[src/hdl/legv8_pkg.sv]
package legv8_pkg;

  typedef logic [63:0] xlen_t;
  typedef logic [31:0] instr_t;
  typedef logic [4:0]  reg_idx_t;

  localparam reg_idx_t ZERO_REG = 5'd31;

  typedef enum logic [3:0] {
    ALU_AND    = 4'b0000,
    ALU_ORR    = 4'b0001,
    ALU_ADD    = 4'b0010,
    ALU_SUB    = 4'b0110,
    ALU_PASS_B = 4'b0111
  } alu_ctl_e;

  // Eleven-bit opcodes live in instr[31:21]
  localparam logic [10:0] OP_ADD  = 11'b10001011000;
  localparam logic [10:0] OP_SUB  = 11'b11001011000;
  localparam logic [10:0] OP_AND  = 11'b10001010000;
  localparam logic [10:0] OP_ORR  = 11'b10101010000;
  localparam logic [10:0] OP_LDUR = 11'b11111000010;
  localparam logic [10:0] OP_STUR = 11'b11111000000;
  localparam logic [7:0]  OP_CBZ  = 8'b10110100;  // instr[31:24]
  localparam logic [5:0]  OP_B    = 6'b000101;    // instr[31:26]

  typedef struct packed {
    logic     alu_src;     // Immediate as operand B
    alu_ctl_e alu_ctl;
    logic     mem_rd;
    logic     mem_wr;
    logic     reg_wr;
    logic     mem_to_reg;
    logic     is_cbz;
    logic     is_b;
  } ctrl_t;

  typedef struct packed {
    logic   valid;
    xlen_t  pc;
    instr_t instr;
  } if_id_t;

  typedef struct packed {
    ctrl_t    ctrl;
    xlen_t    pc;
    xlen_t    rs1_data;
    xlen_t    rs2_data;
    xlen_t    imm;
    reg_idx_t rn;
    reg_idx_t rm;          // Second read register, Rt for STUR and CBZ
    reg_idx_t rd;
  } id_ex_t;

  typedef struct packed {
    ctrl_t    ctrl;
    xlen_t    branch_target;
    logic     alu_zero;
    xlen_t    alu_result;
    xlen_t    store_data;
    reg_idx_t rd;
  } ex_mem_t;

  typedef struct packed {
    logic     reg_wr;
    logic     mem_to_reg;
    xlen_t    alu_result;
    xlen_t    load_data;
    reg_idx_t rd;
  } mem_wb_t;

  typedef struct packed {
    logic     en;
    reg_idx_t rd;
    xlen_t    data;
  } wb_t;

  typedef struct packed {
    xlen_t addr;
    xlen_t wdata;
    logic  rd;
    logic  wr;
  } dmem_req_t;

  typedef enum logic [1:0] {
    REGFILE,
    FROM_MEM,
    FROM_WB
  } fwd_sel_e;

endpackage
[src/hdl/mem_wb_stage.sv]
`timescale 1ns/1ps

module mem_wb_stage (
  input  logic                 clk,
  input  logic                 arst_n_i,
  input  legv8_pkg::ex_mem_t   ex_mem_i,
  input  legv8_pkg::xlen_t     dmem_rdata_i,
  output legv8_pkg::dmem_req_t dmem_req_o,
  output logic                 branch_taken_o,
  output legv8_pkg::xlen_t     branch_target_o,
  output legv8_pkg::xlen_t     mem_fwd_o,
  output legv8_pkg::wb_t       wb_o
);

  legv8_pkg::mem_wb_t mem_wb;

  assign branch_taken_o  = ex_mem_i.ctrl.is_b
                           || (ex_mem_i.ctrl.is_cbz && ex_mem_i.alu_zero);
  assign branch_target_o = ex_mem_i.branch_target;
  assign mem_fwd_o       = ex_mem_i.alu_result;

  assign dmem_req_o.addr  = ex_mem_i.alu_result;
  assign dmem_req_o.wdata = ex_mem_i.store_data;
  assign dmem_req_o.rd    = ex_mem_i.ctrl.mem_rd;
  assign dmem_req_o.wr    = ex_mem_i.ctrl.mem_wr;

  always_ff @(posedge clk or negedge arst_n_i) begin
    if (!arst_n_i) begin
      mem_wb <= '0;
    end else begin
      mem_wb.reg_wr     <= ex_mem_i.ctrl.reg_wr;
      mem_wb.mem_to_reg <= ex_mem_i.ctrl.mem_to_reg;
      mem_wb.alu_result <= ex_mem_i.alu_result;
      mem_wb.load_data  <= dmem_rdata_i;
      mem_wb.rd         <= ex_mem_i.rd;
    end
  end

  // Write-back select
  assign wb_o.en   = mem_wb.reg_wr;
  assign wb_o.rd   = mem_wb.rd;
  assign wb_o.data = mem_wb.mem_to_reg ? mem_wb.load_data : mem_wb.alu_result;

endmodule

[config.mk]
export PLATFORM = sky130hd
export DESIGN_NAME = mem_wb_stage
export DESIGN_NICKNAME = d
export VERILOG_FILES = /design/src/hdl/legv8_pkg.sv /design/src/hdl/mem_wb_stage.sv
export SDC_FILE = /design/constraint.sdc
export NUM_CORES = 1
export LEC_CHECK = 0
export ABC_AREA = 1
export BUFFER_PORTS_ARGS = -buffer_cell sky130_fd_sc_hd__buf_2
export CAP_MARGIN = 20
export CORE_AREA = 2 2 234 236
export DETAILED_ROUTE_END_ITERATION = 16
export DIE_AREA = 0 0 236 238
export PLACE_DENSITY_LB_ADDON = 0.05
export SYNTH_ARGS = -nofsm -noshare
export SYNTH_HDL_FRONTEND = slang
export SYNTH_SLANG_ARGS = --single-unit
[constraint.sdc]
create_clock -name clk -period 0.8 [get_ports clk]
set_input_delay 0.12 -clock clk [delete_from_list [all_inputs] [get_ports clk]]
set_output_delay 0.12 -clock clk [all_outputs]
set_load 0.02 [all_outputs]
# After elaboration in Yosys (flattened, before gate mapping)
# Index checks and enable logic that the tools add are counted.
# classes
muxes	1
reduce_logical	2
# op_table
op	n
two-way mux 64 bit	1
logical AND 1 bit	1
logical OR 1 bit	1
# word_totals
word_cells	8
inputBits	275
reg_bits	135
out_inout_bits	329

# Logic depth before layout (Yosys ltp)
# depth
depth_word	2
mapped_depth	4
depth_no_buf	3

# Worst setup path after synthesis
# Ideal clock, no wire load.
# synth_path
path_type	reg2out
from	register mem_wb[133] in the netlist's numbering
to	output wb_o[0] in the netlist's numbering
arrival_time_ns	0.868
setup_slack_ns	-0.188
path_stages_with_launch	5
cell_sequence	dfrtp_1 buf_4 clkbuf_8 nand2_1 nand2_1
# synth_rtl
element	line	text
from (decl)	mem_wb_stage.sv:15	legv8_pkg::mem_wb_t mem_wb;
to (decl)	mem_wb_stage.sv:12	output legv8_pkg::wb_t wb_o

==> summary by stage <==
Outcome
The run finished, with violations left. The final reports fail on setup timing.

Clock network
The maximum clock path buffer count is 2. Counting the buffers created by CTS gives 17. In this run the number of H-tree levels came out at 4.

The number of clock sinks seen by CTS is about 140. The clock edge transition at the registers on the reported setup and hold paths is 0.06 ns. TritonCTS built the clock tree.

CTS placed an instance of clkbuf_16 at the clock tree root.

STA
The tightest hold margin is 0.08686 ns. Of the available clock period, the critical path in the final layout requires 205.8%. Setup violations remaining at the end of the flow were counted as 70.

Measured against its own limit, the worst slew margin works out to 85.22%. The max-slew violation count came to 0. At the pin with the least slew margin, the transition time is 0.2218 ns. Derived from the worst setup path, the maximum achievable clock frequency is 607.5 MHz. The final worst-path setup slack is -0.8460 ns.

Setup total negative slack on the finished layout was measured at -53.78 ns. Setup repair after global routing could not meet its margin everywhere. The time the worst path needs with I/O delays and setup is 1.646 ns.

The final count of hold timing violations was 0.

GRT
The number of global-route vias before repair is 4994. The number of antenna violations at the first check in global routing was 3. The global-route usage over all layers is 9.812%.

The total overflow left after global routing is 0. The first global-routing pass estimated 37850 um of wire. The largest net degree at the start of global routing is 31.

Detailed routing
The routed wire length per instance is 17.83 um. The ratio of routed vias to standard cells is 2.921. The number of detailed-route iterations in the first pass is 4. Summing over every cut layer, the via total after detailed routing is 4559. The post-detailed-routing wire length is between 20000 and 30000 um.

For this run, design rule violations remaining after detail routing come to 0. The antenna violation net count after detailed routing is 0. The violation count after the first detailed-routing iteration is 116.

Critical path
The sort of element at the end of the critical path is an output pin. The delay of the slowest critical-path stage is approximately 0.46 ns. The critical path goes through inv_8, buf_12, buf_12, nand2_2, nand2_2, buf_6. In this run the worst path has a maximum fanout of 7. The slowest cell on the critical path is dfrtp_2. The critical path is of the flop to output pin type.

The critical path required time is 0.68 ns. The critical path arrival is 1.53 ns. The worst setup path is launched from a flop.

Floorplanning
Measured along the x axis, the die boundary spans 236 um. The overall die height is 238 um. The standard-cell row count is 85. 604 I/O pins were placed. The initial cell density of the core is 11.62%. After floorplanning, the core was sized to cover 53500 sq um.

The die covers 56170 sq um.

Synthesis
Synthesis produced 608 cells. The synthesized cell area is 6216 sq um. Synthesis produced a netlist with a net count of roughly 900. The number of distinct library cells after synthesis is 7.

Averaged over all synthesized cells, the footprint is 10.22 sq um. The sequential area share after synthesis is 54.35%. The Yosys warning count is 0. After synthesis the netlist holds a flip-flop and latch count of around 140.

Job
The tool flagged a number of max-cap violations equal to 0.

Place
The wire-length estimate of the detail-placed layout is 21300 um. The cell area after placement is 7117 sq um. The placed cell count is approximately 1400. In this run the tool buffered the top-level ports with approximately 340 buffer cells. The placer's final routability congestion estimate is around 0.64.

Power and ir drop
In this run the static leakage power is 4.822 nW. The peak supply drop is 1.323 mV. The power density normalized to cell area is approximately 1900 nW/um^2. Total power for the finished layout comes to 19.26 mW.

Final layout
The fraction of layout instances using a drive strength above 1 is between 60% and 70%. The layout filler cell count is between 5000 and 6000. With fillers left out, the area of the finished cells amounts to 9963 sq um. The number of nets in the finished design is 1123. The count of cells in the finished layout, fillers not included, comes to 1561. The area growth from synthesis to layout is 60.29%.

Hold path
The worst hold path class is input pin to async pin.
## what timing repair did
item                                    CTS  global route
hold buffers                            136             0
gates cloned                              4             1
gates resized for setup                 202            43
setup buffers                             2             1
pin swaps                                10             6
hold endpoints to repair                270             0
endpoints found under the setup margin   70            70
## cell families (layout without fill, tap and decap cells)
family / after synthesis / in the layout / share of synthesized area (%)
other cells: 0 / 4 / 0
flops: 135 / 135 / 54.35
simple gates: 194 / 194 / 11.72
buf+inv: 279 / 532 / 33.94
## power by group
group          internal (mW)  switching (mW)
sequential              7.18           0.163
clock                   4.91            3.16
combinational           1.81            2.05
## metal layers
| metal | global-route usage (%) | part of all wire (%) |
|---|---|---|
| met5 | 0 | 0 |
| met2 | 18.00 | 55 |
| met3 | 4.581 | 11 |
| met1 | 8.964 | 31 |
| met4 | 5.327 | 3.5 |
## critical path, delay by kind of cell (launching register included)
kind | cells | cell delay, ns
buf+inv | 4 | 0.50
flops | 1 | 0.46
simple gates | 2 | 0.10
## sequential cells by signal (all words and copies together) (netlist names)
register  flops
wb_o          6
mem_wb      129
## Yosys cell counts, drive strengths merged
cell	n	area [sq um]
inv	2	7.500
buf	271	2019
nand2	194	728.2
clkbuf	6	82.58
dfrtp	135	3378
## worst max-delay path by stage
stage,start,to,slack [ns],cells past startpoint
after floorplan,mem_wb[133]$_DFF_PN0_,wb_o[11],-0.18,4
after global placement,mem_wb[133]$_DFF_PN0_,wb_o[48],-0.48,5
after detailed placement,mem_wb[133]$_DFF_PN0_,wb_o[48],-0.47,5
after CTS,mem_wb[133]$_DFF_PN0_,wb_o[29],-0.91,6
after global routing,mem_wb[133]$_DFF_PN0_,wb_o[22],-0.92,6
final,mem_wb[133]$_DFF_PN0_,wb_o[34],-0.85,6
## area by class of cell
cell class | count | area (sq um) | share of cell area, %
Antenna cell | 4 | 10.01 | 0.1005
Multi-Input combinational cell | 194 | 1196 | 12.01
Tap cell | 696 | 870.8 | 8.740
Timing Repair Buffer | 498 | 3904 | 39.18
Inverter | 2 | 15.01 | 0.1507
Clock inverter | 7 | 92.59 | 0.9293
Clock buffer | 25 | 495.5 | 4.973
Sequential cell | 135 | 3379 | 33.92
## cells in the final DEF, fill, tap and decap left out
cell type      count
buf_2            267
buf_16             3
dlygate4sd3_1    136
clkinvlp_4         3
dfrtp_1          134
nand2_2          106
dfrtp_2            1
bufinv_16          2
inv_1              1
buf_4             13
buf_12            14
clkbuf_1           4
nand2_4           27
clkinv_2           2
inv_8              1
diode_2            4
nand2_1           61
clkbuf_8           4
clkbuf_16         18
buf_6             64
## metrics by stage
stage               setup slack (ns)  utilization (%)
floorplan                    -0.1810                -
global placement             -0.4825            13.30
detailed placement           -0.4723            13.30
CTS                          -0.9148            18.36
global route                 -0.9247            18.62
finish                       -0.8460            18.62
Note: power is estimated with default switching activity, not from simulation.
