==> src/hdl/legv8_pkg.sv <==
package legv8_pkg;

  typedef logic [63:0] xlen_t;
  typedef logic [31:0] instr_t;
  typedef logic [4:0]  reg_idx_t;

  localparam reg_idx_t ZERO_REG = 5'd31;

  typedef enum logic [3:0] {
    ALU_AND    = 4'b0000,
    ALU_ORR    = 4'b0001,
    ALU_ADD    = 4'b0010,
    ALU_SUB    = 4'b0110,
    ALU_PASS_B = 4'b0111
  } alu_ctl_e;

  // Eleven-bit opcodes live in instr[31:21]
  localparam logic [10:0] OP_ADD  = 11'b10001011000;
  localparam logic [10:0] OP_SUB  = 11'b11001011000;
  localparam logic [10:0] OP_AND  = 11'b10001010000;
  localparam logic [10:0] OP_ORR  = 11'b10101010000;
  localparam logic [10:0] OP_LDUR = 11'b11111000010;
  localparam logic [10:0] OP_STUR = 11'b11111000000;
  localparam logic [7:0]  OP_CBZ  = 8'b10110100;  // instr[31:24]
  localparam logic [5:0]  OP_B    = 6'b000101;    // instr[31:26]

  typedef struct packed {
    logic     alu_src;     // Immediate as operand B
    alu_ctl_e alu_ctl;
    logic     mem_rd;
    logic     mem_wr;
    logic     reg_wr;
    logic     mem_to_reg;
    logic     is_cbz;
    logic     is_b;
  } ctrl_t;

  typedef struct packed {
    logic   valid;
    xlen_t  pc;
    instr_t instr;
  } if_id_t;

  typedef struct packed {
    ctrl_t    ctrl;
    xlen_t    pc;
    xlen_t    rs1_data;
    xlen_t    rs2_data;
    xlen_t    imm;
    reg_idx_t rn;
    reg_idx_t rm;          // Second read register, Rt for STUR and CBZ
    reg_idx_t rd;
  } id_ex_t;

  typedef struct packed {
    ctrl_t    ctrl;
    xlen_t    branch_target;
    logic     alu_zero;
    xlen_t    alu_result;
    xlen_t    store_data;
    reg_idx_t rd;
  } ex_mem_t;

  typedef struct packed {
    logic     reg_wr;
    logic     mem_to_reg;
    xlen_t    alu_result;
    xlen_t    load_data;
    reg_idx_t rd;
  } mem_wb_t;

  typedef struct packed {
    logic     en;
    reg_idx_t rd;
    xlen_t    data;
  } wb_t;

  typedef struct packed {
    xlen_t addr;
    xlen_t wdata;
    logic  rd;
    logic  wr;
  } dmem_req_t;

  typedef enum logic [1:0] {
    REGFILE,
    FROM_MEM,
    FROM_WB
  } fwd_sel_e;

endpackage
==> src/hdl/fetch_stage.sv <==
`timescale 1ns/1ps

module fetch_stage #(
  parameter legv8_pkg::xlen_t RESET_PC = '0
) (
  input  logic              clk,
  input  logic              arst_n_i,
  input  legv8_pkg::instr_t instr_i,
  input  logic              stall_i,
  input  logic              branch_taken_i,
  input  legv8_pkg::xlen_t  branch_target_i,
  output legv8_pkg::xlen_t  pc_o,
  output legv8_pkg::if_id_t if_id_o
);

  legv8_pkg::xlen_t pc_next;

  always_comb begin
    if (branch_taken_i) begin
      pc_next = branch_target_i;  // Squash beats stall
    end else if (stall_i) begin
      pc_next = pc_o;
    end else begin
      pc_next = pc_o + 64'd4;
    end
  end

  always_ff @(posedge clk or negedge arst_n_i) begin
    if (!arst_n_i) begin
      pc_o <= RESET_PC;
    end else begin
      pc_o <= pc_next;
    end
  end

  always_ff @(posedge clk or negedge arst_n_i) begin
    if (!arst_n_i) begin
      if_id_o <= '0;
    end else if (branch_taken_i) begin
      if_id_o.valid <= 1'b0;      // Drop the wrong-path fetch
    end else if (!stall_i) begin
      if_id_o.valid <= 1'b1;
      if_id_o.pc    <= pc_o;
      if_id_o.instr <= instr_i;
    end
  end

endmodule

==> config.mk <==
export PLATFORM = sky130hd
export DESIGN_NAME = fetch_stage
export DESIGN_NICKNAME = d
export VERILOG_FILES = /design/src/hdl/legv8_pkg.sv /design/src/hdl/fetch_stage.sv
export SDC_FILE = /design/constraint.sdc
export NUM_CORES = 1
export LEC_CHECK = 0
export BUFFER_PORTS_ARGS = -buffer_cell sky130_fd_sc_hd__buf_2
export CAP_MARGIN = 10
export CORE_AREA = 2 2 127 129
export DETAILED_ROUTE_END_ITERATION = 7
export DIE_AREA = 0 0 129 131
export PLACE_DENSITY = 0.78
export SLEW_MARGIN = 20
export SYNTH_ARGS = -nofsm -noshare
export SYNTH_HDL_FRONTEND = slang
export SYNTH_SLANG_ARGS = --single-unit
==> constraint.sdc <==
create_clock -name clk -period 3.82 [get_ports clk]
set_input_delay 0.573 -clock clk [delete_from_list [all_inputs] [get_ports clk]]
set_output_delay 0.573 -clock clk [all_outputs]
set_load 0.02 [all_outputs]
* Word level (Yosys, flattened, before mapping)
Cells that the tools add are included.
** Storage, ports and cells
- Flip-flop bits (word level) :: 161
- Input port bits :: 100
- Output and inout bits :: 161
- Word-level logic and storage cells :: 13
** Cells by class
- Add/sub/neg operators :: 1
- Eq/ne operators :: 1
- Multiplexer cells :: 4
- Bitwise operators :: 2
- Reductions and logical operators :: 1
** Operator list (number)
- two-way mux 64 bit :: 2
- two-way mux 97 bit :: 1
- adder 64 x 3 -> 64 bit, second input constant :: 1
- != test 2 x 1 -> 1 bit, second input constant :: 1
- inverter 1 bit :: 2
- AND reduction 2 bit :: 1
- two-way mux 1 bit :: 1

* Longest topological paths before layout
- Depth in word-level cells :: 3
- Depth in mapped cells :: 7
- Depth with buffers taken out :: 5

* Least setup slack after synthesis
Ideal clock, no wire load.
- Path type :: input to register
- Start :: in stall_i
- End :: reg pc_o[35]
- Arrival time :: 2020 ps
- Data required time :: 3679 ps
- Slack :: 1659 ps
- Cell stages on the path :: 7
- Buffers on the path :: 2
- Path through :: clkbuf_1 nor2b_1 and4bb_1 buf_2 or4b_1 o311ai_1 o211ai_1
** On the way
- Word-level cells in the longest chain between the ends :: 1
** RTL lines
- start: declaration :: line fetch_stage.sv:9 : input logic stall_i,
- != test 2 x 1 -> 1 bit (no source line)
- end signal: assignment :: line fetch_stage.sv:32 : pc_o <= pc_next;
- end: declaration :: line fetch_stage.sv:12 : output legv8_pkg::xlen_t pc_o,
No other way between the ends.
A chain may end at the register's enable or synchronous reset.

* Worst setup path in the final report
- Start :: reg pc_o[4]
- End :: reg pc_o[35]
** On the way
- Word-level cells in the longest chain between the ends :: 3
** RTL lines
- adder 64 x 3 -> 64 bit :: line fetch_stage.sv:24 : pc_next = pc_o + 64'd4;
- two-way mux 64 bit :: line fetch_stage.sv:21 : end else if (stall_i) begin
- two-way mux 64 bit :: line fetch_stage.sv:19 : if (branch_taken_i) begin
No other way between the ends. The select of a mux whose other input is x is not followed.

==> reports/results.tsv <==
metric	value	unit
Synth top area share	52.91	%
Routed WL	21340	µm
post-synthesis mux area share	15.99	%
worst-margin pin slew	0.6832	ns
critical path class	register to register	
PwrDens	518.4	mW/mm²
Num CTS Buffers	17	
Cell Count, Final, Fillers Out	1160	
Fillers	1297	
largest family of logic cells by synthesized area	simple AND/OR/NAND/NOR gates	
Clock Tree Buf Depth	2	
CP Capture Type	register	
status	completed	
max_slew headroom	54.34	%
Ys Warns	0	
initial antenna violation count	3	
I/O Buffers	260	
Async SR Flop Fraction	100.0	%
Synth Area in Compound Gates	6.770	%
CTS root buf	clkbuf_16	
peak supply drop	0.3261	mV
# setup viols final	0	
cells along the critical path	nand4_1, and4bb_1, or4b_1, o311ai_1, o211ai_1	
fin area	0.009763	mm²
largest net degree at the start of global routing	90	
Sequential Area	0.004029	mm²
synthesized flop and latch total	161	
clock transition at the registers of the reported paths	0.06	ns
Post-CTS Setup Bufs	0	
Via-to-Cell Ratio	5.641	
Simple-Gate Fraction of Synth Area	19.49	%
Routed Antenna Nets	0	
Layout Utilization	62.59	%
synth top area cells	dfrtp_1 53%, mux2_2 15%, nand2_1 3.9%	
sum of negative setup slack	0	ns
library cells used by synthesis	48	
Skew-Pair Late Insertion Delay	0.43	ns
post-detail-place hpwl	15700	µm
multi-input logic area	0.003430	mm²
Die Footprint	0.01690	mm²
DRT Pass-1 Iters	7	
Clock Sinks	161	
Die X	129	µm
Critical Path Fanout Max	8	
cell count after synthesis	680	
effective utilization at floorplan	48.82	%
critical path launch point type	register	
Syn Nets	781	
Final #Nets	1031	
IO Count	261	
clock skew	0.008859	ns
register area share after synthesis	52.91	%
final hold viol count	0	
post-cts resize count	0	
post-synthesis adder-cell area fraction	0.1643	%
Post-synth top flop	dfrtp_1	
Lkg Pwr	4.415	nW
GPL Wtd Cong	0.8639	
std cell rows	46	
Vias	6543	
Starting DRT DRC Count	514	
CTS tree	built	
synthesis-to-layout area growth	28.21	%
Core Region	0.01560	mm²
HP Class	input port to register	
Slew Limit Fails	0	
Post-Place Cells	1126	
Placed Area	0.009124	mm²
Required @ worst endpoint	4.11	ns
first-pass GRT wire length	33780	µm
vias in the first global route	6588	
layout cells sized above 1	43.37	%
area leader, netlist	dfrtp_1	
# DRC	0	
Design Power	5.062	mW
Slowest-stage cell, CP	and4bb_1	
Synth Area in XOR/XNOR	2.530	%
setup repair after global routing missed its margin	false	
grt total ovfl	0	
cell area after synthesis	0.007615	mm²
hold buffers post-CTS	1	
crit path time final	2.450	ns
Max Fclk	408.1	MHz
gr usage total	25.78	%
die height	131	µm
worst endpoint data arrival time	2.74	ns
H-tree depth	4	
Final period util	64.15	%
CP max stage delay	0.59	ns
WL per Instance	18.40	µm
max-cap violations	0	
EDFF count, synth	0	
Avg Cell Area, Syn	11.20	µm²
## worst max-delay path, delay by kind of cell (launching register included)
| kind | cells | cell delay (ns) |
|---|---|---|
| AO/OA/AOI/OAI | 2 | 0.39 |
| flip-flops | 1 | 0.50 |
| AND/OR/NAND/NOR | 3 | 1.43 |
## state kept, by name, indices dropped and copies added, names as in the netlist
name,flops
if_id_o,97
pc_o,64
## per-stage QoR
| stage | hold slack, ns | worst slack [ns] |
|---|---|---|
| 2_1_floorplan | 0.2774 | 1.659 |
| 6_report | 0.3473 | 1.370 |
| 4_1_cts | 0.3330 | 1.401 |
| 3_5_place_dp | 0.4368 | 1.141 |
| 5_1_grt | 0.3548 | 1.189 |
| 3_3_place_gp | 0.4367 | 1.200 |
## power by group
| group | total [mW] | internal [mW] | switching, mW |
|---|---|---|---|
| clock | 1.82 | 1.12 | 0.704 |
| combinational | 1.07 | 0.431 | 0.638 |
| sequential | 2.17 | 1.95 | 0.225 |
| total | 5.06 | 3.49 | 1.57 |
## logic make-up after synthesis
kind of cell,Yosys count
AND/OR/NAND/NOR,270
flip-flops,161
multiplexers,109
AO/OA/AOI/OAI,76
buffers and inverters,41
XOR/XNOR,22
adder cells (fa/ha/maj),1
## cell type report
cell class | count | area share, %
flip-flops and latches | 161 | 41.27
multi-input cells | 478 | 35.13
inverters | 6 | 0.2307
diodes | 1 | 0.02563
clock inverters | 12 | 1.845
well taps | 216 | 2.768
clock buffers | 20 | 4.575
repair buffers | 266 | 14.16
## layer usage
| metal | global-route usage (%) | share of wire, % | vias to the layer above |
|---|---|---|---|
| met5 | 0 | 0.098 | - |
| met4 | 11.25 | 2.9 | 4 |
| met3 | 7.573 | 8.3 | 47 |
| met2 | 41.77 | 48 | 303 |
| met1 | 32.35 | 41 | 3157 |
| li1 | - | - | 3032 |
## cells in the final DEF, fill, tap and decap left out, types with 7 or more instances in the layout
cell type / n
clkbuf_16: 17
nor2b_1: 11
nor4_1: 16
mux2_2: 101
xor2_1: 10
nand3_1: 44
nand4_1: 30
or4_1: 9
buf_2: 258
a31oi_1: 7
nor3_1: 14
or3_1: 11
o21ai_0: 24
o211ai_1: 16
nand2_1: 79
xnor2_1: 12
dfrtp_1: 161
a22oi_1: 8
nor2_1: 24
mux2i_1: 8
## path summary, 6_finish.rpt
path / from / endpoint / slack (ns) / depth (start not counted)
max: pc_o[4]$_DFFE_PN0N_ / pc_o[35]$_DFFE_PN0N_ / 1.37 / 5
min: branch_target_i[21] / pc_o[21]$_DFFE_PN0N_ / 0.35 / 3
max reg2reg: pc_o[4]$_DFFE_PN0N_ / pc_o[35]$_DFFE_PN0N_ / 1.37 / 5
min reg2reg: if_id_o[7]$_DFFE_PN0P_ / if_id_o[7]$_DFFE_PN0P_ / 0.50 / 1
max in group asynchronous: arst_n_i / if_id_o[88]$_DFFE_PN0P_ / 2.35 / 3
min in group asynchronous: arst_n_i / if_id_o[53]$_DFFE_PN0P_ / 0.56 / 2
## cells in the mapped netlist (all sizes together) (2+ instances only)
cell type / instances
a211o: 4
nand4b: 2
nor2b: 11
and3: 5
nor3: 15
a221o: 3
inv: 6
mux2i: 8
nand2: 79
a21oi: 3
mux2: 101
nor2: 25
nand3: 44
o21ai: 25
o31ai: 2
and2: 3
or3: 11
dfrtp: 161
o311ai: 7
nor4: 18
or2: 2
nand4: 35
a22oi: 8
buf: 9
and4: 5
clkbuf: 26
or4: 9
o211ai: 16
xor2: 10
a31oi: 7
xnor2: 12
(Power assumes the default switching activity.)
