### src/hdl/legv8_pkg.sv
package legv8_pkg;

  typedef logic [63:0] xlen_t;
  typedef logic [31:0] instr_t;
  typedef logic [4:0]  reg_idx_t;

  localparam reg_idx_t ZERO_REG = 5'd31;

  typedef enum logic [3:0] {
    ALU_AND    = 4'b0000,
    ALU_ORR    = 4'b0001,
    ALU_ADD    = 4'b0010,
    ALU_SUB    = 4'b0110,
    ALU_PASS_B = 4'b0111
  } alu_ctl_e;

  // Eleven-bit opcodes live in instr[31:21]
  localparam logic [10:0] OP_ADD  = 11'b10001011000;
  localparam logic [10:0] OP_SUB  = 11'b11001011000;
  localparam logic [10:0] OP_AND  = 11'b10001010000;
  localparam logic [10:0] OP_ORR  = 11'b10101010000;
  localparam logic [10:0] OP_LDUR = 11'b11111000010;
  localparam logic [10:0] OP_STUR = 11'b11111000000;
  localparam logic [7:0]  OP_CBZ  = 8'b10110100;  // instr[31:24]
  localparam logic [5:0]  OP_B    = 6'b000101;    // instr[31:26]

  typedef struct packed {
    logic     alu_src;     // Immediate as operand B
    alu_ctl_e alu_ctl;
    logic     mem_rd;
    logic     mem_wr;
    logic     reg_wr;
    logic     mem_to_reg;
    logic     is_cbz;
    logic     is_b;
  } ctrl_t;

  typedef struct packed {
    logic   valid;
    xlen_t  pc;
    instr_t instr;
  } if_id_t;

  typedef struct packed {
    ctrl_t    ctrl;
    xlen_t    pc;
    xlen_t    rs1_data;
    xlen_t    rs2_data;
    xlen_t    imm;
    reg_idx_t rn;
    reg_idx_t rm;          // Second read register, Rt for STUR and CBZ
    reg_idx_t rd;
  } id_ex_t;

  typedef struct packed {
    ctrl_t    ctrl;
    xlen_t    branch_target;
    logic     alu_zero;
    xlen_t    alu_result;
    xlen_t    store_data;
    reg_idx_t rd;
  } ex_mem_t;

  typedef struct packed {
    logic     reg_wr;
    logic     mem_to_reg;
    xlen_t    alu_result;
    xlen_t    load_data;
    reg_idx_t rd;
  } mem_wb_t;

  typedef struct packed {
    logic     en;
    reg_idx_t rd;
    xlen_t    data;
  } wb_t;

  typedef struct packed {
    xlen_t addr;
    xlen_t wdata;
    logic  rd;
    logic  wr;
  } dmem_req_t;

  typedef enum logic [1:0] {
    REGFILE,
    FROM_MEM,
    FROM_WB
  } fwd_sel_e;

endpackage
### src/hdl/execute_stage.sv
`timescale 1ns/1ps

module execute_stage (
  input  logic                clk,
  input  logic                arst_n_i,
  input  legv8_pkg::id_ex_t   id_ex_i,
  input  legv8_pkg::xlen_t    mem_fwd_i,
  input  legv8_pkg::reg_idx_t mem_rd_i,
  input  logic                mem_reg_wr_i,
  input  legv8_pkg::wb_t      wb_i,
  input  logic                branch_taken_i,
  output legv8_pkg::ex_mem_t  ex_mem_o
);

  legv8_pkg::fwd_sel_e sel_a;
  legv8_pkg::fwd_sel_e sel_b;
  legv8_pkg::xlen_t    op_a;
  legv8_pkg::xlen_t    op_b;
  legv8_pkg::xlen_t    alu_b;
  legv8_pkg::xlen_t    alu_result;
  logic                alu_zero;
  legv8_pkg::xlen_t    branch_target;

  // Younger result in EX/MEM takes priority over WB
  function automatic legv8_pkg::fwd_sel_e fwd_pick(input legv8_pkg::reg_idx_t idx);
    if (mem_reg_wr_i && (mem_rd_i != legv8_pkg::ZERO_REG) && (mem_rd_i == idx)) begin
      return legv8_pkg::FROM_MEM;
    end
    if (wb_i.en && (wb_i.rd != legv8_pkg::ZERO_REG) && (wb_i.rd == idx)) begin
      return legv8_pkg::FROM_WB;
    end
    return legv8_pkg::REGFILE;
  endfunction

  function automatic legv8_pkg::xlen_t fwd_mux(input legv8_pkg::fwd_sel_e sel,
                                               input legv8_pkg::xlen_t rf_data);
    case (sel)
      legv8_pkg::FROM_MEM: return mem_fwd_i;
      legv8_pkg::FROM_WB:  return wb_i.data;
      default:             return rf_data;
    endcase
  endfunction

  always_comb begin
    sel_a = fwd_pick(id_ex_i.rn);
    sel_b = fwd_pick(id_ex_i.rm);
    op_a  = fwd_mux(sel_a, id_ex_i.rs1_data);
    op_b  = fwd_mux(sel_b, id_ex_i.rs2_data);
  end

  assign alu_b = id_ex_i.ctrl.alu_src ? id_ex_i.imm : op_b;

  always_comb begin
    case (id_ex_i.ctrl.alu_ctl)
      legv8_pkg::ALU_AND:    alu_result = op_a & alu_b;
      legv8_pkg::ALU_ORR:    alu_result = op_a | alu_b;
      legv8_pkg::ALU_ADD:    alu_result = op_a + alu_b;
      legv8_pkg::ALU_SUB:    alu_result = op_a - alu_b;
      legv8_pkg::ALU_PASS_B: alu_result = alu_b;
      default:               alu_result = '0;
    endcase
  end

  assign alu_zero      = (alu_result == '0);
  assign branch_target = id_ex_i.pc + (id_ex_i.imm << 2);  // Word offset

  always_ff @(posedge clk or negedge arst_n_i) begin
    if (!arst_n_i) begin
      ex_mem_o <= '0;
    end else begin
      if (branch_taken_i) begin
        ex_mem_o.ctrl <= '0;
      end else begin
        ex_mem_o.ctrl <= id_ex_i.ctrl;
      end
      ex_mem_o.branch_target <= branch_target;
      ex_mem_o.alu_zero      <= alu_zero;
      ex_mem_o.alu_result    <= alu_result;
      ex_mem_o.store_data    <= op_b;     // Forwarded Rt
      ex_mem_o.rd            <= id_ex_i.rd;
    end
  end

endmodule

### config.mk
export PLATFORM = sky130hd
export DESIGN_NAME = execute_stage
export DESIGN_NICKNAME = d
export VERILOG_FILES = /design/src/hdl/legv8_pkg.sv /design/src/hdl/execute_stage.sv
export SDC_FILE = /design/constraint.sdc
export NUM_CORES = 1
export LEC_CHECK = 0
export ABC_AREA = 1
export BUFFER_PORTS_ARGS = -buffer_cell sky130_fd_sc_hd__buf_2
export CORE_AREA = 2 2 244 246
export CTS_CLUSTER_SIZE = 28
export DETAILED_ROUTE_END_ITERATION = 8
export DIE_AREA = 0 0 246 248
export PLACE_DENSITY_LB_ADDON = 0.12
export RECOVER_POWER = 25
export SYNTH_ARGS = -nofsm -noshare
export SYNTH_HDL_FRONTEND = slang
export SYNTH_SLANG_ARGS = --single-unit
### constraint.sdc
create_clock -name clk -period 1.18 [get_ports clk]
set_clock_uncertainty 0.1 [all_clocks]
set_input_delay 0 -clock clk [delete_from_list [all_inputs] [get_ports clk]]
set_output_delay 0 -clock clk [all_outputs]
set_load 0.01 [all_outputs]
Yosys cells after proc, flatten, opt, wreduce, memory -nomap -nowiden
Cells that the tools add are included.

operators by class
  add/subtract/negate cells = 3
  eq/ne operators = 14
  multiplexer cells = 19
  bitwise operators = 2
  reduce and logical (&&, ||, !) cells = 8

operators by type and width
  operator                                                                number
  64-bit one-hot mux with 5 select lines                                  1
  64-bit one-hot mux with 2 select lines                                  2
  64-bit adder                                                            2
  64-bit AND                                                              1
  64-bit logical NOT                                                      1
  64-bit two-way mux                                                      1
  64-bit bitwise OR                                                       1
  64-bit subtractor                                                       1
  5-bit equality test                                                     4
  2-bit two-way mux                                                       8
  11-bit two-way mux                                                      1
  5-bit inequality test (second input constant)                           2
  4-bit by 3-bit equality test with 1-bit output (second input constant)  2
  1-bit logical AND                                                       6
  1-bit two-way mux                                                       6
  2-bit by 1-bit equality test with 1-bit output (second input constant)  2
  2-bit equality test (second input constant)                             2
  4-bit by 1-bit equality test with 1-bit output (second input constant)  1
  4-bit by 2-bit equality test with 1-bit output (second input constant)  1
  4-bit logical NOT                                                       1

word-level totals
  bits in registers = 209
  bits of input ports = 425
  output and inout bits = 209
  logic and storage cells = 59

Longest topological paths before layout
Gate-level depths: netlist of the first run.

  depth in word-level cells = 13
  gate-level depth with buffers = 45

Least setup slack after synthesis of the first run
OpenSTA, ideal clock, no wires.

  kind = input -> register
  start point = in mem_rd_i[1]
  end point = reg ex_mem_o[133] in the netlist's numbering
  setup time = 0.069 ns
  arrival time = 4.144 ns
  required time = 1.011 ns
  path slack = -3.133 ns
  stages on the path = 41
  path buffers = 2
  cell sequence = xnor2_1 -> nand2_1 -> nor2_2 -> nand3_2 -> buf_6 -> buf_6 -> nand3_1 -> nand3_1 -> nand2_1 -> nand2_2 -> inv_1 -> ha_1 -> inv_1 -> nor3_4 -> nand2_2 -> nor2_8 -> nand3b_4 -> nand2_1 -> [... 5 more ...] -> inv_1 -> nor2_1 -> nand2_1 -> nor2_1 -> nand2_1 -> nand3_1 -> nand2_1 -> nand2_1 -> nor2_1 -> a21oi_1 -> nand2_1 -> nor2_1 -> nand3_1 -> nor2_1 -> nand3_1 -> nor2_1 -> nand2_1 -> nor2_2

on the way
  word-level cells in the longest chain between the ends = 11

RTL lines
  item                                                                                   line                 source
  start, declared                                                                        execute_stage.sv:8   input legv8_pkg::reg_idx_t mem_rd_i,
  5-bit inequality test                                                                  execute_stage.sv:26  if (mem_reg_wr_i && (mem_rd_i != legv8_pkg::ZERO_REG) && (mem_rd_i == idx)) begin
  1-bit logical AND                                                                      execute_stage.sv:26
  1-bit logical AND *                                                                    execute_stage.sv:26
  1-bit two-way mux *                                                                    execute_stage.sv:26
  2-bit two-way mux *                                                                    execute_stage.sv:29  if (wb_i.en && (wb_i.rd != legv8_pkg::ZERO_REG) && (wb_i.rd == idx)) begin
  2-bit equality test or 2-bit by 1-bit equality test with 1-bit output (tied branches)  execute_stage.sv:37  case (sel)
  64-bit one-hot mux with 2 select lines *                                               execute_stage.sv:37
  net op_b[0]                                                                            execute_stage.sv:18  legv8_pkg::xlen_t op_b;
  64-bit two-way mux *                                                                   execute_stage.sv:51  assign alu_b = id_ex_i.ctrl.alu_src ? id_ex_i.imm : op_b;
  64-bit subtractor (tied with other cells)                                              execute_stage.sv:58  legv8_pkg::ALU_SUB: alu_result = op_a - alu_b;
  64-bit one-hot mux with 5 select lines *                                               execute_stage.sv:54  case (id_ex_i.ctrl.alu_ctl)
  64-bit logical NOT *                                                                   execute_stage.sv:64  assign alu_zero = (alu_result == '0);
  net alu_zero                                                                           execute_stage.sv:21  logic alu_zero;
  end, declared                                                                          execute_stage.sv:12  output legv8_pkg::ex_mem_t ex_mem_o

The timed path passes the listed nets; every way through them passes the cells marked *.

Worst setup path in the final report of the first run
  start point = in id_ex_i[6] in the netlist's numbering
  end point = reg ex_mem_o[133] in the netlist's numbering

on the way
  word-level cells in the longest chain between the ends = 12

RTL lines
  item                                                                                   line                 source
  start, declared                                                                        execute_stage.sv:6   input legv8_pkg::id_ex_t id_ex_i,
  5-bit equality test                                                                    execute_stage.sv:29
  1-bit logical AND                                                                      execute_stage.sv:29
  1-bit two-way mux (2 in a row)                                                         execute_stage.sv:29
  2-bit two-way mux                                                                      execute_stage.sv:32  return legv8_pkg::REGFILE;
  2-bit two-way mux *                                                                    execute_stage.sv:29
  2-bit equality test or 2-bit by 1-bit equality test with 1-bit output (tied branches)  execute_stage.sv:37
  64-bit one-hot mux with 2 select lines *                                               execute_stage.sv:37
  64-bit two-way mux *                                                                   execute_stage.sv:51
  64-bit subtractor (tied with other cells)                                              execute_stage.sv:58
  64-bit one-hot mux with 5 select lines *                                               execute_stage.sv:54
  64-bit logical NOT *                                                                   execute_stage.sv:64
  net alu_zero                                                                           execute_stage.sv:21

The timed path passes the listed nets; every way through them passes the cells marked *. The select of a mux whose other input is x is not followed.

==> results of run 1 <==
-- synthesized netlist by cell type (46+ instances only) --
library cell,number
a21oi_1,257
clkbuf_1,46
dfrtp_1,209
ha_1,137
inv_1,451
nand2_1,784
nand3_1,304
nand4_1,69
nor2_1,369
o21ai_0,212
or2_2,116
xor2_1,85
-- layout by cell type (no fill, tap or decap), types with 41 or more instances in the layout --
cell           synthesis  routed
a21oi_1              257     128
a21oi_2                3     102
buf_2                 28     625
buf_4                  5    1093
buf_6                 14      41
dfrtp_1              209     209
dlygate4sd3_1          0      86
ha_1                 137      82
ha_4                   0      49
inv_1                451     410
inv_2                 20      55
nand2_1              784     628
nand2_2               16     139
nand3_1              304     246
nand3_2               35      78
nand3b_1              43      43
nand4_1               69      69
nor2_1               369     260
nor2_2                15      76
nor2_4                 9      57
o21ai_0              212     116
o21ai_1               20      45
o21ai_2               10      68
or2_2                116     112
xor2_1                85      69
-- routing by layer --
layer,up-vias,global-route usage,part of all wire
met5,-,0,0.0016
met4,34,0.130,0.040
met3,342,0.0867,0.10
met2,1827,0.655,0.44
met1,15600,0.589,0.42
li1,15300,-,-
-- worst min-delay path by stage --
stage	startpoint	slack (ns)	to
final	mem_fwd_i[10]	-0.42	ex_mem_o[15]
after global routing	mem_fwd_i[10]	-0.41	ex_mem_o[15]
after CTS	mem_fwd_i[10]	-0.46	ex_mem_o[15]
after detailed placement	arst_n_i	-0.20	ex_mem_o[71]
after global placement	arst_n_i	-0.21	ex_mem_o[73]
after floorplan	arst_n_i	-0.40	ex_mem_o[0]
-- worst max-delay path: cells and delay by family --
| kind | cells | cell delay [ns] |
|---|---|---|
| AND/OR/NAND/NOR | 27 | 3.11 |
| buffers and inverters | 8 | 1.09 |
| adder cells (fa/ha/maj) | 1 | 0.43 |
| XOR/XNOR | 2 | 0.28 |
| AO/OA/AOI/OAI | 2 | 0.18 |
-- area by class of cell --
type                       count  share of cell area
clock buffer                  32              0.0175
clock inverter                13             0.00351
sequential                   209               0.126
tap                          773              0.0234
antenna                       35             0.00212
timing repair buffer        1893               0.327
multi-input combinational   2747               0.457
inverter                     473              0.0433
-- metrics by stage --
step	instance area, µm²	power, µW	hold slack (ns)	util
after global placement	35800	26900	-0.207	0.612
after CTS	38800	36600	-0.465	0.663
final	41400	39500	-0.424	0.707
after detailed placement	35800	26900	-0.204	0.612
after floorplan	23700	16800	-0.396	-
after global routing	41300	41200	-0.408	0.706
-- what timing repair did --
| item | in CTS | in global routing |
|---|---|---|
| pin swaps | 60 | 174 |
| endpoints found under the hold margin | 351 | 75 |
| setup endpoints to repair | 285 | 413 |
| hold buffers | 91 | 1 |
| gates resized for setup | 246 | 505 |
| setup buffers | 32 | 61 |
| gates cloned | 2 | 1 |
-- power by group --
group	leakage, µW	total, µW	internal (µW)	switching, µW
clock network	0.000425	8500	4820	3680
logic	0.0184	22600	10300	12200
registers	0.00256	8450	8050	400
total	0.0214	39500	23200	16300
-- cells by family after synthesis --
logic type | Yosys count | synth area share
AO/OA/AOI/OAI | 654 | 0.166
XOR/XNOR | 129 | 0.0499
adder cells (fa/ha/maj) | 139 | 0.0775
buffers and inverters | 575 | 0.102
flip-flops | 209 | 0.231
multiplexers | 1 | 0.000442
AND/OR/NAND/NOR | 1824 | 0.373
==> results by group, run 1 <==
Global route
  • First-pass GRT wire length: 192000 µm
  • Largest net degree at the start of global routing: 48
  • Total GRT Usage: 0.423
  • Initial antenna violation count: 52
  • Vias in the first global route: 30600
  • GRT Residual Overflow: 0

Die
  • Die W: 246 µm
  • Row cnt: 89
  • Die height: 248 µm
  • Initial core utilization: 0.387
  • Area of the core: 58500 µm²
  • Boundary Pins: 634
  • Die area: 61000 µm²

Finish
  • Fill cells: 4917
  • Multi-input logic area: 18900 µm²
  • Largest registers: ex_mem_o x209
  • Reg area: 5230 µm²
  • Max FFs per register: 209
  • Share of layout cells above drive strength 1: 0.519
  • Final #Nets: 5914
  • Most flops, register: ex_mem_o
  • Area Growth Syn to Fin: 82.8%
  • Final Non-Filler Cells: 6175

Logic synthesis
  • Mapped Area: 22600 µm²
  • YS warnings: 0
  • Cell taking the most area after synthesis: dfrtp_1
  • Top cell type's share of synthesized area: 0.231
  • Post-synthesis sequential area ratio: 0.231
  • Ys flop type: dfrtp_1
  • Mapped Avg Cell Area: 6.41 µm²
  • Syn nets: 4095
  • Synthesized flop and latch total: 209
  • Async SR Flop Fraction: 1.00
  • Post-synth EDFFs: 0
  • Synth area leaders: dfrtp_1 23%, nand2_1 13%, ha_1 7.6%
  • Post-Synthesis Cells: 3531
  • Synth cell types: 63

STA
  • Setup_tns: -238.17 ns
  • Final hold slack: -0.424 ns
  • Slew Limit Fails: 0
  • Slew HR: 0.499
  • Min Tclk post-route: 4.70 ns
  • Slew @ Worst Pin: 0.752 ns
  • Hold Vio Cnt, Final: 77
  • Max Fclk: 213 MHz
  • Final setup vio count: 455
  • Final setup margin: -3.52 ns
  • Tcrit/Tclk final: 3.98
  • RSZ-0062 raised after global routing: yes

Worst setup path
  • Crit path largest cell delay: 0.43 ns
  • WP data arrival: 5.10 ns
  • CP Class: in -> reg
  • CP max FO: 7
  • Worst setup EP type: register
  • Most frequent CP cell: nor2_4
  • Crit path from: id_ex_i[6]
  • Startpoint Class: primary input
  • CP required: 1.58 ns
  • Worst Setup EP: ex_mem_o[133]
  • CP max-delay cell: ha_2

Clocking
  • Clock Path Buffers: 3
  • Num Clock Sinks: 209
  • Num CTS Buffers: 26
  • CTS H-tree lvls: 1
  • Root buf cell: clkbuf_16
  • Clock transition at path regs: 0.07 ns
  • CTS tree: built

Route
  • Final antenna-violating net count: 0
  • DRC: 0
  • Routed len/inst: 22.2 µm
  • Number of DRC markers in iteration 0: 3329
  • Drt total wl: 137000 µm
  • Vias per Instance: 5.37
  • Via count: 33100
  • Initial DRT Pass Iterations: 6

Outcome
  • Run status: finished, violations left
  • Violated checks: negative hold slack, negative setup slack

Pwr
  • Worst IR drop on VDD: 0.00122 V
  • Cell Pwr Density: 956 nW/µm²
  • Leak: 0.0214 µW

Placement
  • Placer Congestion: 1.04
  • Dpl cells: 5914
  • Post-detail-place hpwl: 113000 µm
  • Port Buffers: 633
  • Placement Setup Slack: -4.65 ns

Worst hold path
  • Worst Hold Class: in -> reg
  • WHS Path Cells: 3

Run
  • Number of max-cap violations: 0
Note: power is estimated with default switching activity, not from simulation.
==> inputs of run 2 (changes only) <==
--- a/config.mk
+++ b/config.mk
@@ -6,12 +6,12 @@
 export NUM_CORES = 1
 export LEC_CHECK = 0
 export ABC_AREA = 1
-export BUFFER_PORTS_ARGS = -buffer_cell sky130_fd_sc_hd__buf_2
+export BUFFER_PORTS_ARGS = -buffer_cell sky130_fd_sc_hd__clkbuf_2
 export CORE_AREA = 2 2 244 246
 export CTS_CLUSTER_SIZE = 28
 export DETAILED_ROUTE_END_ITERATION = 8
 export DIE_AREA = 0 0 246 248
-export PLACE_DENSITY_LB_ADDON = 0.12
+export PLACE_DENSITY = 0.61
 export RECOVER_POWER = 25
 export SYNTH_ARGS = -nofsm -noshare
 export SYNTH_HDL_FRONTEND = slang
==> results by group, run 2 (synthesis gave the netlist of run 1 again) <==
Placement
  • Placer Congestion: 1.04 (-0.11%)
  • Dpl cells: 5920 (+0.10%)
  • Port Buffers: 633 (unchanged)
  • Post-detail-place hpwl: 113000 µm (about the same)

Global route
  • First-pass GRT wire length: 192000 µm (about the same)
  • Met3 usage: 0.0875 (+0.000757)
  • Met2 usage: 0.650 (-0.00463)
  • Most Crowded Layer GR: met2
  • Met1 usage: 0.583 (-0.00523)
  • Largest net degree at the start of global routing: 48 (unchanged)
  • Initial antenna violation count: 25 (-52%)
  • GRT Residual Overflow: 0 (unchanged)
  • Vias in the first global route: 30900 (+1.0%)
  • Total GRT Usage: 0.425 (+0.00168)

Finish
  • Commonest non-fill, non-tap cell in the layout: buf_4
  • Final #Nets: 5895 (-0.32%)
  • Largest registers: ex_mem_o x209
  • Max FFs per register: 209 (unchanged)
  • Share of layout cells above drive strength 1: 0.493 (-0.0253)
  • Most frequent cells in the layout: 1087 x buf_4, 683 x nand2_1, 620 x clkbuf_2
  • Most flops, register: ex_mem_o
  • Final Non-Filler Cells: 6139 (-0.58%)
  • Area Growth Syn to Fin: 79.5%

Worst setup path
  • Worst setup EP type: register
  • CP max FO: 7 (unchanged)
  • CP Class: in -> reg
  • Crit path largest cell delay: 0.39 ns (-0.04 ns)
  • WP data arrival: 5.33 ns (+0.23 ns)
  • CP max-delay cell: ha_2
  • Startpoint Class: primary input
  • Most frequent CP cell: nand2_1
  • CP required: 1.59 ns (about the same)

Pwr
  • Net Sw Frac: 0.401 (-0.0120)
  • Cell Pwr Density: 974 nW/µm² (+1.9%)
  • Switching pwr: 15900 µW (-2.8%)
  • Internal power: 23700 µW (+2.2%)
  • Share of power burned in registers: 0.215 (about the same)
  • Comb pwr share: 0.543 (-0.028)
  • Worst IR drop on VDD: 0.00118 V (-3.2%)
  • Leak: 0.0213 µW (-0.85%)
  • Clock power share: 0.242 (+0.027)

Die
  • Die area: 61000 µm² (unchanged)
  • Initial core utilization: 0.387 (unchanged)
  • Row cnt: 89 (unchanged)
  • Boundary Pins: 634 (unchanged)
  • Area of the core: 58500 µm² (unchanged)
  • Die height: 248 µm (unchanged)
  • Die W: 246 µm (unchanged)

Outcome
  • Violated checks: negative hold slack, negative setup slack
  • Run status: finished, violations left

STA
  • Max Fclk: 204 MHz (-4.3%)
  • Hold Vio Cnt, Final: 75 (-2.6%)
  • Final setup vio count: 446 (-2.0%)
  • Slew HR: 0.508 (+0.00927)
  • Final hold slack: -0.448 ns (-0.0238 ns)
  • Slew Limit Fails: 0 (unchanged)
  • Slew @ Worst Pin: 0.736 ns (-0.0166 ns)
  • Tcrit/Tclk final: 4.16 (+0.180)
  • Min Tclk post-route: 4.91 ns (+0.213 ns)
  • Setup_tns: -229.13 ns (+9.04 ns)
  • Final setup margin: -3.73 ns (-0.213 ns)
  • RSZ-0062 raised after global routing: yes

Clocking
  • Num CTS Buffers: 27 (+3.8%)
  • Clock transition at path regs: 0.07 ns (about the same)
  • Root buf cell: clkbuf_16
  • Clock Path Buffers: 3 (unchanged)
  • CTS H-tree lvls: 1 (unchanged)
  • Num Clock Sinks: 209 (unchanged)
  • CTS tree: built

Route
  • DRC: 0 (unchanged)
  • Drt total wl: 137000 µm (-0.58%)
  • Final antenna-violating net count: 0 (unchanged)
  • Routed len/inst: 22.2 µm (about the same)
  • Via count: 32600 (-1.5%)
  • Vias per Instance: 5.32 (-0.90%)
  • Number of DRC markers in iteration 0: 3222 (-3.2%)
  • Initial DRT Pass Iterations: 6 (unchanged)

Run
  • Number of max-cap violations: 0 (unchanged)

Worst hold path
  • Worst Hold Class: in -> reg
  • WHS Path Cells: 3 (unchanged)
[run 2: worst max-delay path, delay by kind of cell]
kind                     cells  cell delay, ns
AND/OR/NAND/NOR             27            3.10
buffers and inverters        7            0.98
AO/OA/AOI/OAI                2            0.41
XOR/XNOR                     2            0.40
adder cells (fa/ha/maj)      1            0.39
[run 2: timing repair]
action / CTS / global route
endpoints found under the hold margin: 352 / 75
endpoints found under the setup margin: 281 / 336
pin swaps: 90 / 53
setup buffers: 32 / 26
cloned: 1 / 5
resized for setup: 242 / 285
hold buffers: 89 / 2
[run 2: path summary, 6_finish.rpt]
| kind | start | to | slack (ns) |
|---|---|---|---|
| min | id_ex_i[101] | ex_mem_o[27] | -0.45 |
| min in group asynchronous | arst_n_i | ex_mem_o[31] | 0.39 |
| max | mem_rd_i[2] | ex_mem_o[133] | -3.73 |
| max in group asynchronous | arst_n_i | ex_mem_o[133] | -0.08 |
[run 2: final cells by class]
type	instances	area [µm²]
multi-input cells	2747	18100
fillers	5076	17800
repair buffers	1873	13500
flip-flops and latches	209	5230
inverters	473	1790
well taps	773	967
clock buffers	32	714
clock inverters	16	279
diodes	16	40.0
[run 2: power by group through the flow]
stage / registers, µW / logic [µW] / clock network, µW
6_report: 8490 / 21500 / 9580
5_1_grt: 8520 / 22900 / 9910
4_1_cts: 8460 / 19900 / 9640
3_5_place_dp: 8560 / 18500 / 0
3_3_place_gp: 8570 / 18500 / 0
2_1_floorplan: 8910 / 7840 / 0
[run 2: metrics by stage]
stage	setup WS, ns	instance area (µm²)	utilization	total power [µW]	hold slack, ns
2_1_floorplan	-2.98	23700	-	16800	-0.396
3_5_place_dp	-4.85	36000	0.615	27100	-0.214
3_3_place_gp	-4.78	36000	0.615	27100	-0.213
6_report	-3.73	40600	0.695	39600	-0.448
5_1_grt	-3.90	40600	0.694	41300	-0.415
4_1_cts	-3.46	39100	0.669	38000	-0.455
[run 2: routing by layer]
layer / up-vias / share of wire
li1: 15200 / -
met1: 15300 / 0.42
met2: 1731 / 0.43
met3: 361 / 0.098
met4: 18 / 0.051
met5: - / 0.00081
